$ cat src/hw/lsu_pkg.sv
package lsu_pkg;

    // datapath and tag widths
    localparam int XLEN            = 32;
    localparam int ROB_INDEX_WIDTH = 5;
    localparam int PREG_ADDR_WIDTH = 6;
    localparam int ECAUSE_WIDTH    = 4;
    localparam int WB_SEL_WIDTH    = 4;

    typedef logic [XLEN-1:0]            xlen_t;
    typedef logic [ROB_INDEX_WIDTH-1:0] rob_index_t;
    typedef logic [PREG_ADDR_WIDTH-1:0] preg_addr_t;
    typedef logic [ECAUSE_WIDTH-1:0]    ecause_t;
    typedef logic [WB_SEL_WIDTH-1:0]    wb_sel_t;

    // RISC-V mcause codes for misaligned accesses
    localparam ecause_t ECAUSE_LD_MISALIGN = 4'd4;
    localparam ecause_t ECAUSE_ST_MISALIGN = 4'd6;

    // loads first, stores last
    typedef enum logic [2:0] {
        LS_LB,
        LS_LH,
        LS_LW,
        LS_LBU,
        LS_LHU,
        LS_SB,
        LS_SH,
        LS_SW
    } ls_opcode_e;

    // one queued request, 83 bits
    typedef struct packed {
        ls_opcode_e opcode;
        xlen_t      addr;
        xlen_t      data;
        rob_index_t rob_index;
        preg_addr_t rd_addr;
        logic       exc;
        ecause_t    ecause;
    } lsq_entry_t;

    typedef enum logic [1:0] {
        BUS_IDLE,
        BUS_ACCESS,
        BUS_COMMIT
    } bus_state_e;

    function automatic logic ls_is_store(ls_opcode_e op);
        return (op == LS_SB) || (op == LS_SH) || (op == LS_SW);
    endfunction

    // byte lanes touched by an access at offset zero
    function automatic wb_sel_t ls_size_mask(ls_opcode_e op);
        case (op)
            LS_LB, LS_LBU, LS_SB: return 4'b0001;
            LS_LH, LS_LHU, LS_SH: return 4'b0011;
            default:              return 4'b1111;
        endcase
    endfunction

endpackage
$ cat src/hw/lsu_req_if.sv
interface lsu_req_if;
    import lsu_pkg::*;

    // head of the queue, valid while the queue holds an entry
    logic       head_vld;
    lsq_entry_t head;

    // one-cycle pulse, only while head_vld is high
    logic       head_pop;

    modport queue (
        output head_vld,
        output head,
        input  head_pop
    );

    modport bus (
        input  head_vld,
        input  head,
        output head_pop
    );

endinterface

$ cat src/hw/lsu_top.sv
module lsu_top (
    input  logic                clk,
    input  logic                rst,

    // request side
    input  logic                req_vld_i,
    output logic                rdy_o,
    input  lsu_pkg::ls_opcode_e opcode_i,
    input  lsu_pkg::xlen_t      base_i,
    input  lsu_pkg::xlen_t      offset_i,
    input  lsu_pkg::xlen_t      data_i,
    input  lsu_pkg::rob_index_t rob_index_i,
    input  lsu_pkg::preg_addr_t rd_addr_i,

    // Wishbone
    output logic                wb_cyc_o,
    output logic                wb_stb_o,
    output logic                wb_we_o,
    output lsu_pkg::xlen_t      wb_adr_o,
    output lsu_pkg::xlen_t      wb_dat_o,
    output lsu_pkg::wb_sel_t    wb_sel_o,
    input  logic                wb_ack_i,
    input  lsu_pkg::xlen_t      wb_dat_i,

    // commit
    output logic                comm_vld_o,
    output lsu_pkg::rob_index_t comm_rob_index_o,
    output lsu_pkg::preg_addr_t comm_rd_addr_o,
    output lsu_pkg::xlen_t      comm_data_o,
    output logic                comm_exc_o,
    output lsu_pkg::ecause_t    comm_ecause_o
);
    import lsu_pkg::*;

    lsq_entry_t entry;
    logic       enq;

    lsu_req_if req_if ();

    assign enq = req_vld_i & rdy_o;

    lsu_agu_mc agu_mc_i (
        .req_vld_i   (req_vld_i),
        .opcode_i    (opcode_i),
        .base_i      (base_i),
        .offset_i    (offset_i),
        .data_i      (data_i),
        .rob_index_i (rob_index_i),
        .rd_addr_i   (rd_addr_i),
        .entry_o     (entry)
    );

    lsu_lsq #(
        .LSQ_DEPTH (4)
    ) lsq_i (
        .clk     (clk),
        .rst     (rst),
        .enq_i   (enq),
        .entry_i (entry),
        .rdy_o   (rdy_o),
        .req     (req_if.queue)
    );

    lsu_bus_ctrl bus_ctrl_i (
        .clk              (clk),
        .rst              (rst),
        .req              (req_if.bus),
        .wb_cyc_o         (wb_cyc_o),
        .wb_stb_o         (wb_stb_o),
        .wb_we_o          (wb_we_o),
        .wb_adr_o         (wb_adr_o),
        .wb_dat_o         (wb_dat_o),
        .wb_sel_o         (wb_sel_o),
        .wb_ack_i         (wb_ack_i),
        .wb_dat_i         (wb_dat_i),
        .comm_vld_o       (comm_vld_o),
        .comm_rob_index_o (comm_rob_index_o),
        .comm_rd_addr_o   (comm_rd_addr_o),
        .comm_data_o      (comm_data_o),
        .comm_exc_o       (comm_exc_o),
        .comm_ecause_o    (comm_ecause_o)
    );

endmodule

$ cat src/hw/lsu_bus_ctrl.sv
module lsu_bus_ctrl (
    input  logic                clk,
    input  logic                rst,
    lsu_req_if.bus              req,

    // Wishbone classic master
    output logic                wb_cyc_o,
    output logic                wb_stb_o,
    output logic                wb_we_o,
    output lsu_pkg::xlen_t      wb_adr_o,
    output lsu_pkg::xlen_t      wb_dat_o,
    output lsu_pkg::wb_sel_t    wb_sel_o,
    input  logic                wb_ack_i,
    input  lsu_pkg::xlen_t      wb_dat_i,

    // commit
    output logic                comm_vld_o,
    output lsu_pkg::rob_index_t comm_rob_index_o,
    output lsu_pkg::preg_addr_t comm_rd_addr_o,
    output lsu_pkg::xlen_t      comm_data_o,
    output logic                comm_exc_o,
    output lsu_pkg::ecause_t    comm_ecause_o
);
    import lsu_pkg::*;

    bus_state_e state;
    bus_state_e state_nxt;

    logic       access;
    logic [4:0] lane_shift;
    xlen_t      rd_shifted;
    xlen_t      ld_data;

    assign access     = state == BUS_ACCESS;
    assign lane_shift = {req.head.addr[1:0], 3'b000};

    // exception entries skip the bus and go straight to commit
    always_comb begin
        state_nxt = state;
        case (state)
            BUS_IDLE: begin
                if (req.head_vld) begin
                    state_nxt = req.head.exc ? BUS_COMMIT : BUS_ACCESS;
                end
            end
            BUS_ACCESS: begin
                if (wb_ack_i) begin
                    state_nxt = BUS_COMMIT;
                end
            end
            default: state_nxt = BUS_IDLE;
        endcase
    end

    always_ff @(posedge clk) begin
        if (rst) begin
            state <= BUS_IDLE;
        end else begin
            state <= state_nxt;
        end
    end

    assign req.head_pop = (state == BUS_IDLE && req.head_vld && req.head.exc) ||
                          (access && wb_ack_i);

    // bus signals held by the head entry until the ack pops it
    assign wb_cyc_o = access;
    assign wb_stb_o = access;
    assign wb_we_o  = access & ls_is_store(req.head.opcode);
    assign wb_adr_o = {req.head.addr[XLEN-1:2], 2'b00};
    assign wb_sel_o = ls_size_mask(req.head.opcode) << req.head.addr[1:0];
    assign wb_dat_o = req.head.data << lane_shift;

    // move the addressed lanes down, then extend
    assign rd_shifted = wb_dat_i >> lane_shift;

    always_comb begin
        case (req.head.opcode)
            LS_LB:   ld_data = {{24{rd_shifted[7]}}, rd_shifted[7:0]};
            LS_LBU:  ld_data = {24'h0, rd_shifted[7:0]};
            LS_LH:   ld_data = {{16{rd_shifted[15]}}, rd_shifted[15:0]};
            LS_LHU:  ld_data = {16'h0, rd_shifted[15:0]};
            LS_LW:   ld_data = rd_shifted;
            default: ld_data = '0;
        endcase
    end

    // commit payload, captured with the pop
    always_ff @(posedge clk) begin
        if (req.head_pop) begin
            comm_rob_index_o <= req.head.rob_index;
            comm_rd_addr_o   <= req.head.rd_addr;
            comm_ecause_o    <= req.head.ecause;
            comm_data_o      <= req.head.exc ? '0 : ld_data;
        end
    end

    always_ff @(posedge clk) begin
        if (rst) begin
            comm_exc_o <= 1'b0;
        end else if (req.head_pop) begin
            comm_exc_o <= req.head.exc;
        end
    end

    // one commit state per entry, always followed by idle
    assign comm_vld_o = state == BUS_COMMIT;

endmodule

$ cat src/hw/lsu_lsq.sv
module lsu_lsq #(
    parameter int LSQ_DEPTH = 4
) (
    input  logic                clk,
    input  logic                rst,
    input  logic                enq_i,
    input  lsu_pkg::lsq_entry_t entry_i,
    output logic                rdy_o,
    lsu_req_if.queue            req
);
    import lsu_pkg::*;

    // storage, no reset needed
    lsq_entry_t mem [LSQ_DEPTH];

    logic [$clog2(LSQ_DEPTH)-1:0] head_ptr;
    logic [$clog2(LSQ_DEPTH)-1:0] tail_ptr;

    // one extra bit so a full queue is distinct from an empty one
    logic [$clog2(LSQ_DEPTH):0]   count;

    always_ff @(posedge clk) begin
        if (rst) begin
            head_ptr <= '0;
            tail_ptr <= '0;
            count    <= '0;
        end else begin
            // pointers wrap on their own, depth is a power of two
            if (enq_i) begin
                tail_ptr <= tail_ptr + 1'b1;
            end
            if (req.head_pop) begin
                head_ptr <= head_ptr + 1'b1;
            end
            case ({enq_i, req.head_pop})
                2'b10:   count <= count + 1'b1;
                2'b01:   count <= count - 1'b1;
                default: count <= count;
            endcase
        end
    end

    always_ff @(posedge clk) begin
        if (enq_i) begin
            mem[tail_ptr] <= entry_i;
        end
    end

    assign rdy_o        = count != ($clog2(LSQ_DEPTH) + 1)'(LSQ_DEPTH);
    assign req.head_vld = count != '0;
    assign req.head     = mem[head_ptr];

endmodule

$ cat src/hw/lsu_agu_mc.sv
module lsu_agu_mc (
    input  logic                req_vld_i,
    input  lsu_pkg::ls_opcode_e opcode_i,
    input  lsu_pkg::xlen_t      base_i,
    input  lsu_pkg::xlen_t      offset_i,
    input  lsu_pkg::xlen_t      data_i,
    input  lsu_pkg::rob_index_t rob_index_i,
    input  lsu_pkg::preg_addr_t rd_addr_i,
    output lsu_pkg::lsq_entry_t entry_o
);
    import lsu_pkg::*;

    xlen_t   addr;
    wb_sel_t size_mask;
    logic    misaligned;

    // physical address is the virtual one, no translation
    assign addr      = base_i + offset_i;
    assign size_mask = ls_size_mask(opcode_i);

    // halfword needs bit 0 clear, word needs both low bits clear
    always_comb begin
        case (size_mask)
            4'b0011: misaligned = addr[0];
            4'b1111: misaligned = addr[1:0] != 2'b00;
            default: misaligned = 1'b0;
        endcase
    end

    always_comb begin
        entry_o.opcode    = opcode_i;
        entry_o.addr      = addr;
        entry_o.data      = data_i;
        entry_o.rob_index = rob_index_i;
        entry_o.rd_addr   = rd_addr_i;
        // flag only raised for a live request
        entry_o.exc       = req_vld_i & misaligned;
        entry_o.ecause    = ls_is_store(opcode_i) ? ECAUSE_ST_MISALIGN : ECAUSE_LD_MISALIGN;
    end

endmodule

$ cat config.mk
export PLATFORM = sky130hd
export DESIGN_NAME = lsu_top
export DESIGN_NICKNAME = d
export VERILOG_FILES = /design/src/hw/lsu_pkg.sv /design/src/hw/lsu_req_if.sv /design/src/hw/lsu_top.sv /design/src/hw/lsu_bus_ctrl.sv /design/src/hw/lsu_lsq.sv /design/src/hw/lsu_agu_mc.sv
export SDC_FILE = /design/constraint.sdc
export NUM_CORES = 1
export LEC_CHECK = 0
export BUFFER_PORTS_ARGS = -buffer_cell sky130_fd_sc_hd__buf_2
export CAP_MARGIN = 20
export CORE_UTILIZATION = 57
export CTS_CLUSTER_SIZE = 28
export DETAILED_ROUTE_END_ITERATION = 12
export HOLD_SLACK_MARGIN = 0.15
export PLACE_DENSITY = 0.8
export SLEW_MARGIN = 20
export SYNTH_ARGS = -nofsm -noshare
export SYNTH_HDL_FRONTEND = slang
export SYNTH_HIERARCHICAL = 1
export SYNTH_SLANG_ARGS = --single-unit
export TNS_END_PERCENT = 5
$ cat constraint.sdc
create_clock -name clk -period 7 [get_ports clk]
set_clock_uncertainty 0.2 [all_clocks]
set_input_delay 0.7 -clock clk [delete_from_list [all_inputs] [get_ports clk]]
set_output_delay 0.7 -clock clk [all_outputs]
set_load 0.01 [all_outputs]
# Yosys cells after proc, flatten, opt, wreduce, memory -nomap -nowiden

Memories as Yosys holds them, arrays and structs flattened. A register that Yosys moved wholly into a read port is not among the register bits.
Cells that the tools add are included.
Widths: inputs -> output; s select.

Add/subtract/negate cells: 5
Equal/unequal tests: 22
Shift-type cells: 3
Muxes and demuxes: 14
Bitwise logic cells: 3
Reductions and logical operators: 19

Operators with widths:

| kind                | count |
|---|---|
| $pmux 32 s5         | 1 |
| $add 32x32->32      | 1 |
| $shl 32x5->32       | 1 |
| $shr 32x5->32       | 1 |
| $eq 3x3->1 const B  | 8 |
| $pmux 4 s2          | 2 |
| $mux 2              | 6 |
| $reduce_or 3->1     | 4 |
| $eq 3x2->1 const B  | 3 |
| $eq 3x1->1 const B  | 2 |
| $logic_not 3->1     | 2 |
| $pmux 3 s2          | 1 |
| $logic_or 1x1->1    | 5 |
| $add 2x1->2 const B | 2 |
| $eq 2x1->1 const B  | 2 |
| $eq 2x2->1 const B  | 2 |
| $eq 4x2->1 const B  | 1 |
| $eq 4x4->1 const B  | 1 |
| $pmux 2 s2          | 1 |
| $reduce_bool 2->1   | 2 |
| $shl 4x2->4         | 1 |
| $add 3x1->3 const B | 1 |
| $and 1x1->1         | 3 |
| $logic_and 1x1->1   | 3 |
| other kinds (9)     | 10 |

Bits in registers: 57
Memory bits (writable): 324
Output and inout bits: 121
Memories: 1

Memories:

| name      | words | width | read ports | clocked after Yosys merged registers in | wr ports | RTL line      | text |
|---|---|---|---|---|---|---|---|
| lsq_i.mem | 4     | 81    | 1          | 1                                       | 1        | lsu_lsq.sv:14 | `lsq_entry_t mem [LSQ_DEPTH];` |

# Depth between registers and ports, before layout

Gate-level depths: netlist of run 1.

Depth in word-level cells: 6
Gate-level depth with buffers: 11
Depth with buffers taken out: 10

# Hierarchy

The synthesis of run 1 kept the hierarchy.

By module, submodules not included:

| module       | instances | cells an instance | area each (um^2) |
|---|---|---|---|
| lsu_lsq      | 1         | 480               | 12411.9 |
| lsu_bus_ctrl | 1         | 340               | 3309.4 |
| lsu_agu_mc   | 1         | 280               | 2024.4 |
| lsu_top      | 1         | 1                 | 6.3 |

# Worst setup path after synthesis of run 1

Ideal clock, no wire load.

Path type: register to register
Start point: reg (tool-made name)
End point: reg lsq_i.count[2]
Setup time: 0.070 ns
Data arrival time: 4.600 ns
Required time: 6.730 ns
Path slack: 2.130 ns
Cell stages (with the launch flop): 12
Clock period less this slack: 4.870 ns
Cells stage by stage: dfxtp_1 buf_6 buf_6 mux4_2 a22oi_1 nor2_1 ha_1 inv_1 fa_1 xor2_1 or3_1 a21oi_1

RTL lines:

| item                 | RTL line      | text |
|---|---|---|
| to (signal assigned) | lsu_lsq.sv:36 | `2'b10: count <= count + 1'b1;` |
| to (signal assigned) | lsu_lsq.sv:37 | `2'b01: count <= count - 1'b1;` |
| to (signal assigned) | lsu_lsq.sv:38 | `default: count <= count;` |
| to (decl)            | lsu_lsq.sv:20 | `logic [$clog2(LSQ_DEPTH):0] count;` |

==> results of run 1 <==
per-stage QoR:
step,setup slack (ns),std cells
floorplan,2.130,1103
global placement,3.092,1642
detailed placement,3.192,1643
CTS,2.605,1711
global route,2.490,1713
finish,2.727,1716
critical path: stages, from the launching register on:
cell and delay [ns]:
dfxtp_4 0.61, buf_4 0.66, mux4_2 0.72, xor2_1 0.22, a21oi_1 0.17, nor2_1 0.06
a211oi_1 0.22, buf_2 0.19
layout make-up:
| type | count | area share [%] |
|---|---|---|
| Clock inverter | 19 | 0.9007 |
| Multi-Input combinational cell | 562 | 25.86 |
| Sequential cell | 391 | 58.14 |
| Antenna cell | 5 | 0.06255 |
| Timing Repair Buffer | 276 | 7.156 |
| Tap cell | 396 | 2.477 |
| Clock buffer | 49 | 5.067 |
| Inverter | 18 | 0.3378 |
worst max path at each step:
stage                                         endpoint  depth (start not counted)  slack, ns     start
2_1_floorplan              lsq_i/count[2]$_SDFFE_PP0P_                         11       2.13  register
5_1_grt                                    wb_sel_o[2]                          7       2.49  register
3_5_place_dp                               wb_sel_o[2]                          7       3.19  register
4_1_cts                                    wb_sel_o[2]                          7       2.61  register
6_report                                   wb_sel_o[2]                          7       2.73  register
3_3_place_gp   bus_ctrl_i/comm_data_o[0]$_SDFFCE_PP0P_                          5       3.09  register
cell usage after synthesis, types with 19 or more instances:
master	number	area, um^2
edfxtp_1	379	11380
buf_4	86	645.6
mux4_2	83	1869
a21oi_1	66	330.3
nand2_1	46	172.7
nor2_1	41	153.9
o21ai_0	38	190.2
ha_1	36	450.4
a211oi_1	27	202.7
mux2i_1	27	270.3
nor2b_1	26	162.7
buf_2	23	115.1
xnor2_1	22	192.7
and2_1	19	118.9
state kept, by name, summed over array words and instances, names as in the netlist, named ones only:
register	flops
lsq_i/head_ptr	2
lsq_i/tail_ptr	2
bus_ctrl_i/comm_rob_index_o	5
bus_ctrl_i/comm_exc_o	1
bus_ctrl_i/comm_data_o	32
lsq_i/mem	332
bus_ctrl_i/comm_rd_addr_o	6
lsq_i/count	3
bus_ctrl_i/state	2
bus_ctrl_i/comm_ecause_o	4
logic make-up (layout without fill, tap and decap cells):
| group | Yosys count | after routing | share of synthesized area (%) |
|---|---|---|---|
| flops | 391 | 391 | 65.46 |
| compound gates | 185 | 185 | 6.590 |
| simple gates | 178 | 178 | 5.124 |
| buf+inv | 150 | 362 | 5.533 |
| mux | 120 | 120 | 12.69 |
| fa+ha+maj | 38 | 38 | 2.763 |
| xor+xnor | 36 | 36 | 1.776 |
| other cells | 3 | 10 | 0.06343 |
routing by layer:
metal  vias to the layer above  routed length, um  part of all wire [%]
li1                       4575                  -                     -
met1                      4917              14420                    40
met2                       377              18050                    50
met3                        59               2718                   7.6
met4                         0                799                   2.2
met5                         -                  0                     0
power by group through the flow:
stage	combinational [mW]	sequential [mW]	clock [mW]
2_1_floorplan	1.46	3.30	0
3_3_place_gp	2.03	3.27	0
3_5_place_dp	2.08	3.29	0
4_1_cts	2.09	3.24	1.99
5_1_grt	2.26	3.27	2.08
6_report	2.07	3.23	1.96
==> impl_metrics.json, run 1 <==
{
  "synth_area_um2": 17750,
  "holdPathStages": 1,
  "hold_viol_final": 0,
  "fmax_mhz": 234.0,
  "grt_start_max_net_pins": 74,
  "ant_nets": 0,
  "switching_share_pct": 30.34,
  "cts_buffer_depth": 3,
  "rows": 64,
  "setup_tns_ns": 0,
  "synth-main-ff-cell": "edfxtp_1",
  "maxCapViolations": 0,
  "gr-usage-met3_pct": 5.222,
  "grt.total_usage_pct": 22.50,
  "p_int_mw": 5.059,
  "synth.avg_cell_area_um2": 16.12,
  "tightest_slew_ns": 0.8673,
  "ys_seq_area_share_pct": 65.46,
  "start_util_pct": 58.03,
  "total_power_mw": 7.261,
  "rsz0062_at_grt": "false",
  "grt_overflow": 0,
  "clock_latency_ns": 0.51,
  "vias": 9928,
  "multi_input_area_um2": 5174,
  "fill_cells": 2147,
  "avgViaCountPerCell": 5.786,
  "wl_per_cell_um": 20.97,
  "synth_edf_count": 379,
  "hpwl_mm": 23.98,
  "cp_max_fo": 37,
  "rrSetupSlack_ns": 3.33,
  "cts_root_buffer": "clkbuf_16",
  "placed_area_um2": 18800,
  "worst_ep_arrival_time_ns": 3.37,
  "drtIter0Drc": 808,
  "drv_slew": 0,
  "syn_inst": 1101,
  "tritoncts": "yes",
  "cp-start-kind": "register",
  "fin_nets": 1471,
  "period_minus_slack_ns": 4.273,
  "clkTransAtPathRegs_ns": 0.06,
  "yosys_register_bits": 391,
  "drc": 0,
  "seq_area_um2": 11630,
  "grt_pass1_vias": 9736,
  "p_clk_share_pct": 26.9,
  "power_frac_seq_pct": 44.5,
  "ctsResizeCount": 0,
  "critPathKind": "register to output pin",
  "rr_endpoint": "bus_ctrl_i/comm_data_o[0]$_SDFFCE_PP0P_",
  "portBuffers": 264,
  "pwr-share-comb_pct": 28.5,
  "core_um2": 30590,
  "crit_path_end_kind": "output pin",
  "areaGrowthSynthToFinish_pct": 12.68,
  "utilization_pct": 65.39,
  "final_cell_mix": "edfxtp_1, buf_2, mux4_2, a21oi_1, nand2_1",
  "cts_hold_buf": 0,
  "antenna_found_initial": 4,
  "cp.required_ns": 6.10,
  "min_period_over_period_pct": 61.05,
  "maxSlewHeadroom_pct": 41.97,
  "holdWs_ns": 0.1941,
  "irDropWorstVdd_mv": 0.1791,
  "fp.dieW_um": 178.5,
  "p_per_area_nw_per_um2": 363.0,
  "p_leak_nw": 7.114,
  "power_switching_mw": 2.203,
  "holdCritPathClass": "input port to register",
  "layout-drive-gt1-share_pct": 33.84,
  "grt_use_met2_pct": 38.86,
  "min_to": "lsq_i/mem[0][7]$_DFFE_PP_",
  "io_pins": 267,
  "cts_setup_buffers": 0,
  "status": "finished clean",
  "place_congestion": 0.8983,
  "clock-sinks": 391,
  "htreeDepth": 2,
  "busiest_layer": "met2",
  "dieHeight_um": 178.5,
  "setup_viol": 0,
  "first_pass_iters": 5,
  "finalInstanceArea_um2": 20000,
  "ys_async_sr_fraction_pct": 0,
  "synth_cell_types": 64,
  "grt_pass1_wl_mm": 53.65,
  "hold_path_startpoint": "rd_addr_i[2]",
  "use_met1_pct": 28.26,
  "final_common_cell": "edfxtp_1",
  "cts_buffers": 38,
  "ff2ff_path_depth": 6,
  "wl_mm": 35.99,
  "yosysWarnings": 6,
  "dieArea_um2": 31850
}
No activity file was read; power rests on OpenSTA's default activity.
==> run 2: changes to the inputs <==
- clock period: 7 -> 4 ns (I/O delays scaled with it)
==> run 2 against run 1 <==
  * Global-route usage up 0.69 points
  * Design area up 3.2%
  * Die area unchanged
  * Critical endpoint is now wb_dat_o[0]
  * Highest routed layer unchanged
==> impl_metrics.json, run 2 (synthesis gave the netlist of run 1 again) <==
{
  "cp-start-kind": "register",
  "grt_pass1_wl_mm": 55.46,
  "final_cells": 1776,
  "tightest_slew_ns": 0.8816,
  "cp.required_ns": 3.40,
  "critPathKind": "register to output pin",
  "grt.total_usage_pct": 23.19,
  "p_per_area_nw_per_um2": 621.5,
  "irDropWorstVdd_mv": 0.3750,
  "ff2ff_path_depth": 6,
  "start_util_pct": 58.03,
  "largest_reg_flops": 332,
  "final_common_cell": "edfxtp_1",
  "antenna_found_initial": 2,
  "drv_slew": 0,
  "clock_latency_ns": 0.51,
  "worst_ep_arrival_time_ns": 2.91,
  "drtIter0Drc": 884,
  "total_power_mw": 12.84,
  "fp.dieW_um": 178.5,
  "rr_endpoint": "bus_ctrl_i/comm_data_o[19]$_SDFFCE_PP0P_",
  "setup_ws_ns": 0.4904,
  "layout-drive-gt1-share_pct": 33.02,
  "fin_nets": 1535,
  "grt_pass1_vias": 10080,
  "min_period_over_period_pct": 87.74,
  "grt_start_max_net_pins": 74,
  "holdWs_ns": 0.1932,
  "cp_max_fo": 26,
  "cts_buffers": 38,
  "holdCritPathClass": "input port to register",
  "avgViaCountPerCell": 5.784,
  "dieHeight_um": 178.5,
  "drc": 0,
  "rows": 64,
  "ant_nets": 0,
  "fmax_mhz": 284.9,
  "grt_overflow": 0,
  "tritoncts": "yes",
  "regMostFlops": "lsq_i/mem",
  "final_cell_mix": "edfxtp_1, buf_2, mux4_2, a21oi_1, dlygate4sd3_1",
  "cts_root_buffer": "clkbuf_16",
  "placed_cells": 1650,
  "dieArea_um2": 31850,
  "dp_slack_ns": 0.6832,
  "finalInstanceArea_um2": 20650,
  "min_to": "lsq_i/mem[2][79]$_DFFE_PP_",
  "holdPathStages": 3,
  "crit_path_end_kind": "output pin",
  "placed_area_um2": 18870,
  "htreeDepth": 2,
  "cts_buffer_depth": 3,
  "io_pins": 267,
  "maxCapViolations": 0,
  "hpwl_mm": 24.21,
  "hold_viol_final": 0,
  "setup_tns_ns": 0,
  "clkTransAtPathRegs_ns": 0.06,
  "setup_viol": 0,
  "clock-sinks": 391,
  "areaGrowthSynthToFinish_pct": 16.34,
  "top_regs": "lsq_i/mem (332), bus_ctrl_i/comm_data_o (32), bus_ctrl_i/comm_rd_addr_o (6)",
  "period_minus_slack_ns": 3.510,
  "p_leak_nw": 7.413,
  "wl_per_cell_um": 20.83,
  "place_congestion": 0.9575,
  "ctsResizeCount": 0,
  "rrSetupSlack_ns": 0.89,
  "hold_path_startpoint": "offset_i[31]",
  "vias": 10270,
  "core_um2": 30590,
  "first_pass_iters": 5,
  "portBuffers": 264,
  "status": "finished clean",
  "rsz0062_at_grt": "false",
  "wl_mm": 37.00,
  "utilization_pct": 67.51,
  "maxSlewHeadroom_pct": 41.01
}
==> run 2: changes by cell type in the layout (fill, tap and decap cells not counted), sizes merged <==
cell,before,now
clkinvlp,4,2
bufinv,3,4
clkinv,12,16
buf,276,283
dlygate4sd3,0,57
clkbuf,49,45
diode,5,2
==> run 2: cell type report <==
| type | instances | area, um^2 |
|---|---|---|
| flip-flops and latches | 391 | 11630 |
| diodes | 2 | 5.005 |
| repair buffers | 340 | 2072 |
| clock buffers | 45 | 998.5 |
| inverters | 18 | 67.56 |
| multi-input cells | 562 | 5174 |
| well taps | 396 | 495.5 |
| clock inverters | 22 | 211.5 |
| fillers | 2090 | 9937 |
==> run 2: report_power, final <==
part	switching, mW	internal, mW
sequential	0.215	5.40
clock	1.42	2.04
combinational	2.25	1.50
total	3.89	8.95
==> run 2: what timing repair did <==
action / CTS / global route
buffers inserted: 0 / 0
hold endpoints to repair: 208 / 0
hold buffers: 57 / 0
==> run 2: routing by layer <==
metal / GRT usage (%) / up-vias / routed length, um
met5: 0 / - / 0
met4: 6.709 / 0 / 802
met3: 4.263 / 50 / 2659
met2: 39.92 / 439 / 18480
met1: 30.11 / 5088 / 15060
li1: - / 4696 / -
==> run 2: worst max-delay path: stages, from the launching register on <==
cell and delay [ns]:
dfxtp_4 0.41, mux4_2 0.82, nor2_1 0.78, and2_1 0.24
buf_2 0.13
==> run 2: worst max-delay path by stage <==
stage	cells past startpoint	to	slack [ns]
after floorplan	11	lsq_i/count[2]$_SDFFE_PP0P_	0.01
after global placement	11	lsq_i/mem[0][78]$_DFFE_PP_	0.73
after detailed placement	11	lsq_i/mem[3][78]$_DFFE_PP_	0.68
after CTS	4	wb_dat_o[0]	0.51
after global routing	6	wb_dat_o[17]	0.40
final	4	wb_dat_o[0]	0.49
==> run 3: changes to the inputs <==
- CTS_BUF_LIST: not set -> sky130_fd_sc_hd__clkbuf_4 sky130_fd_sc_hd__clkbuf_8 sky130_fd_sc_hd__clkbuf_16
==> run 3 against run 2 <==
  * Via count about the same
  * Sequential share of layout area decreased by 0.061 points
  * Worst hold slack about the same
  * Critical path type unchanged
  * Sequential cell count unchanged
  * Global-route usage increased by 0.084 points
  * Clock-buffer cell count unchanged
  * Non-clock buffer count unchanged
  * Total power increased by 0.29%
  * Critical path depth unchanged
  * Design area increased by 0.11%
  * Largest power group unchanged
  * Clock power increased by 1%
==> impl_metrics.json, run 3 (synthesis gave the netlist of run 1 again) <==
{
  "layout-drive-gt1-share_pct": 33.45,
  "vias": 10270,
  "cp_max_fo": 26,
  "cts_setup_buffers": 0,
  "antenna_found_initial": 2,
  "grt_pass1_vias": 10100,
  "dieHeight_um": 178.5,
  "maxCapViolations": 0,
  "htreeDepth": 2,
  "tritoncts": "yes",
  "min_period_over_period_pct": 87.10,
  "tightest_slew_ns": 0.8582,
  "holdCritPathClass": "input port to register",
  "grt_pass1_wl_mm": 55.64,
  "clock-sinks": 391,
  "maxSlewHeadroom_pct": 42.57,
  "seq_area_um2": 11630,
  "core_um2": 30590,
  "final_common_cell": "edfxtp_1",
  "p_per_area_nw_per_um2": 622.7,
  "start_util_pct": 58.03,
  "io_pins": 267,
  "ant_nets": 0,
  "portBuffers": 264,
  "cts_hold_buf": 57,
  "dieArea_um2": 31850,
  "irDropWorstVdd_mv": 0.3752,
  "cts_root_buffer": "clkbuf_16",
  "areaGrowthSynthToFinish_pct": 16.46,
  "fp.dieW_um": 178.5,
  "wl_per_cell_um": 20.93,
  "drv_slew": 0,
  "cp-start-kind": "register",
  "cp.required_ns": 3.40,
  "fmax_mhz": 287.0,
  "wl_mm": 37.18,
  "status": "finished clean",
  "fill_cells": 2091,
  "grt_start_max_net_pins": 74,
  "drtIter0Drc": 766,
  "grt.total_usage_pct": 23.28,
  "largest_reg_flops": 332,
  "avgViaCountPerCell": 5.785,
  "clock_latency_ns": 0.51,
  "cts_buffers": 38,
  "drc": 0,
  "setup_tns_ns": 0,
  "total_power_mw": 12.87,
  "grt_overflow": 0,
  "critPathKind": "register to output pin",
  "clkTransAtPathRegs_ns": 0.06,
  "multi_input_area_um2": 5174,
  "rows": 64,
  "worst_ep_arrival_time_ns": 2.88,
  "crit_path_end_kind": "output pin",
  "hold_viol_final": 0,
  "p_leak_nw": 7.434,
  "cts_buffer_depth": 3,
  "top_regs": "lsq_i/mem (332), bus_ctrl_i/comm_data_o (32), bus_ctrl_i/comm_rd_addr_o (6)",
  "setup_viol": 0,
  "hpwl_mm": 24.21,
  "ctsResizeCount": 0,
  "regMostFlops": "lsq_i/mem",
  "rsz0062_at_grt": "false",
  "fin_nets": 1535,
  "final_cell_mix": "edfxtp_1, buf_2, mux4_2, a21oi_1, dlygate4sd3_1",
  "place_congestion": 0.9575,
  "first_pass_iters": 5,
  "period_minus_slack_ns": 3.484
}
==> run 3: power breakdown <==
part	switching [mW]	leakage, nW	internal [mW]
Clock	1.42	0.614	2.08
Combinational	2.25	3.23	1.50
Sequential	0.215	3.59	5.40
==> run 3: layout make-up <==
class                           count  share of cell area (%)
Tap cell                          396                   2.397
Antenna cell                        2                 0.02421
Timing Repair Buffer              340                   10.02
Clock buffer                       45                   4.938
Clock inverter                     22                   1.023
Inverter                           18                  0.3268
Sequential cell                   391                   56.25
Multi-Input combinational cell    562                   25.02
==> run 3: routing by layer <==
metal / up-vias / wire length (um) / track usage, %
li1: 4694 / - / -
met1: 5070 / 14990 / 30.25
met2: 448 / 18540 / 39.78
met3: 62 / 2723 / 4.241
met4: 0 / 928 / 7.345
met5: - / 0 / 0
==> run 3: worst max-delay path, stage by stage (launching register included) <==
cell     delay [ns]
dfxtp_4        0.41
mux4_2         0.81
nor2_1         0.76
and2_1         0.24
buf_2          0.13
==> run 3: path summary, 6_finish.rpt <==
check / endpoint / depth (start not counted) / startpoint / slack [ns]
max: wb_dat_o[0] / 4 / register / 0.52
min: lsq_i/mem[2][79]$_DFFE_PP_ / 3 / offset_i[31] / 0.19
max reg2reg: bus_ctrl_i/comm_data_o[19]$_SDFFCE_PP0P_ / 6 / register / 0.89
min reg2reg: lsq_i/count[2]$_SDFFE_PP0P_ / 2 / lsq_i/count[2]$_SDFFE_PP0P_ / 0.32
==> run 3: per-stage QoR <==
stage	utilization (%)	std cells	worst slack (ns)	cell area [um^2]	hold WS [ns]
4_1_cts	67.57	1774	0.5143	20670	0.1689
2_1_floorplan	-	1103	0.01114	17760	0.2663
3_3_place_gp	61.68	1650	0.7278	18870	0.2825
6_report	67.59	1776	0.5160	20670	0.1936
5_1_grt	67.59	1776	0.3962	20670	0.1972
3_5_place_dp	61.68	1650	0.6832	18870	0.3061
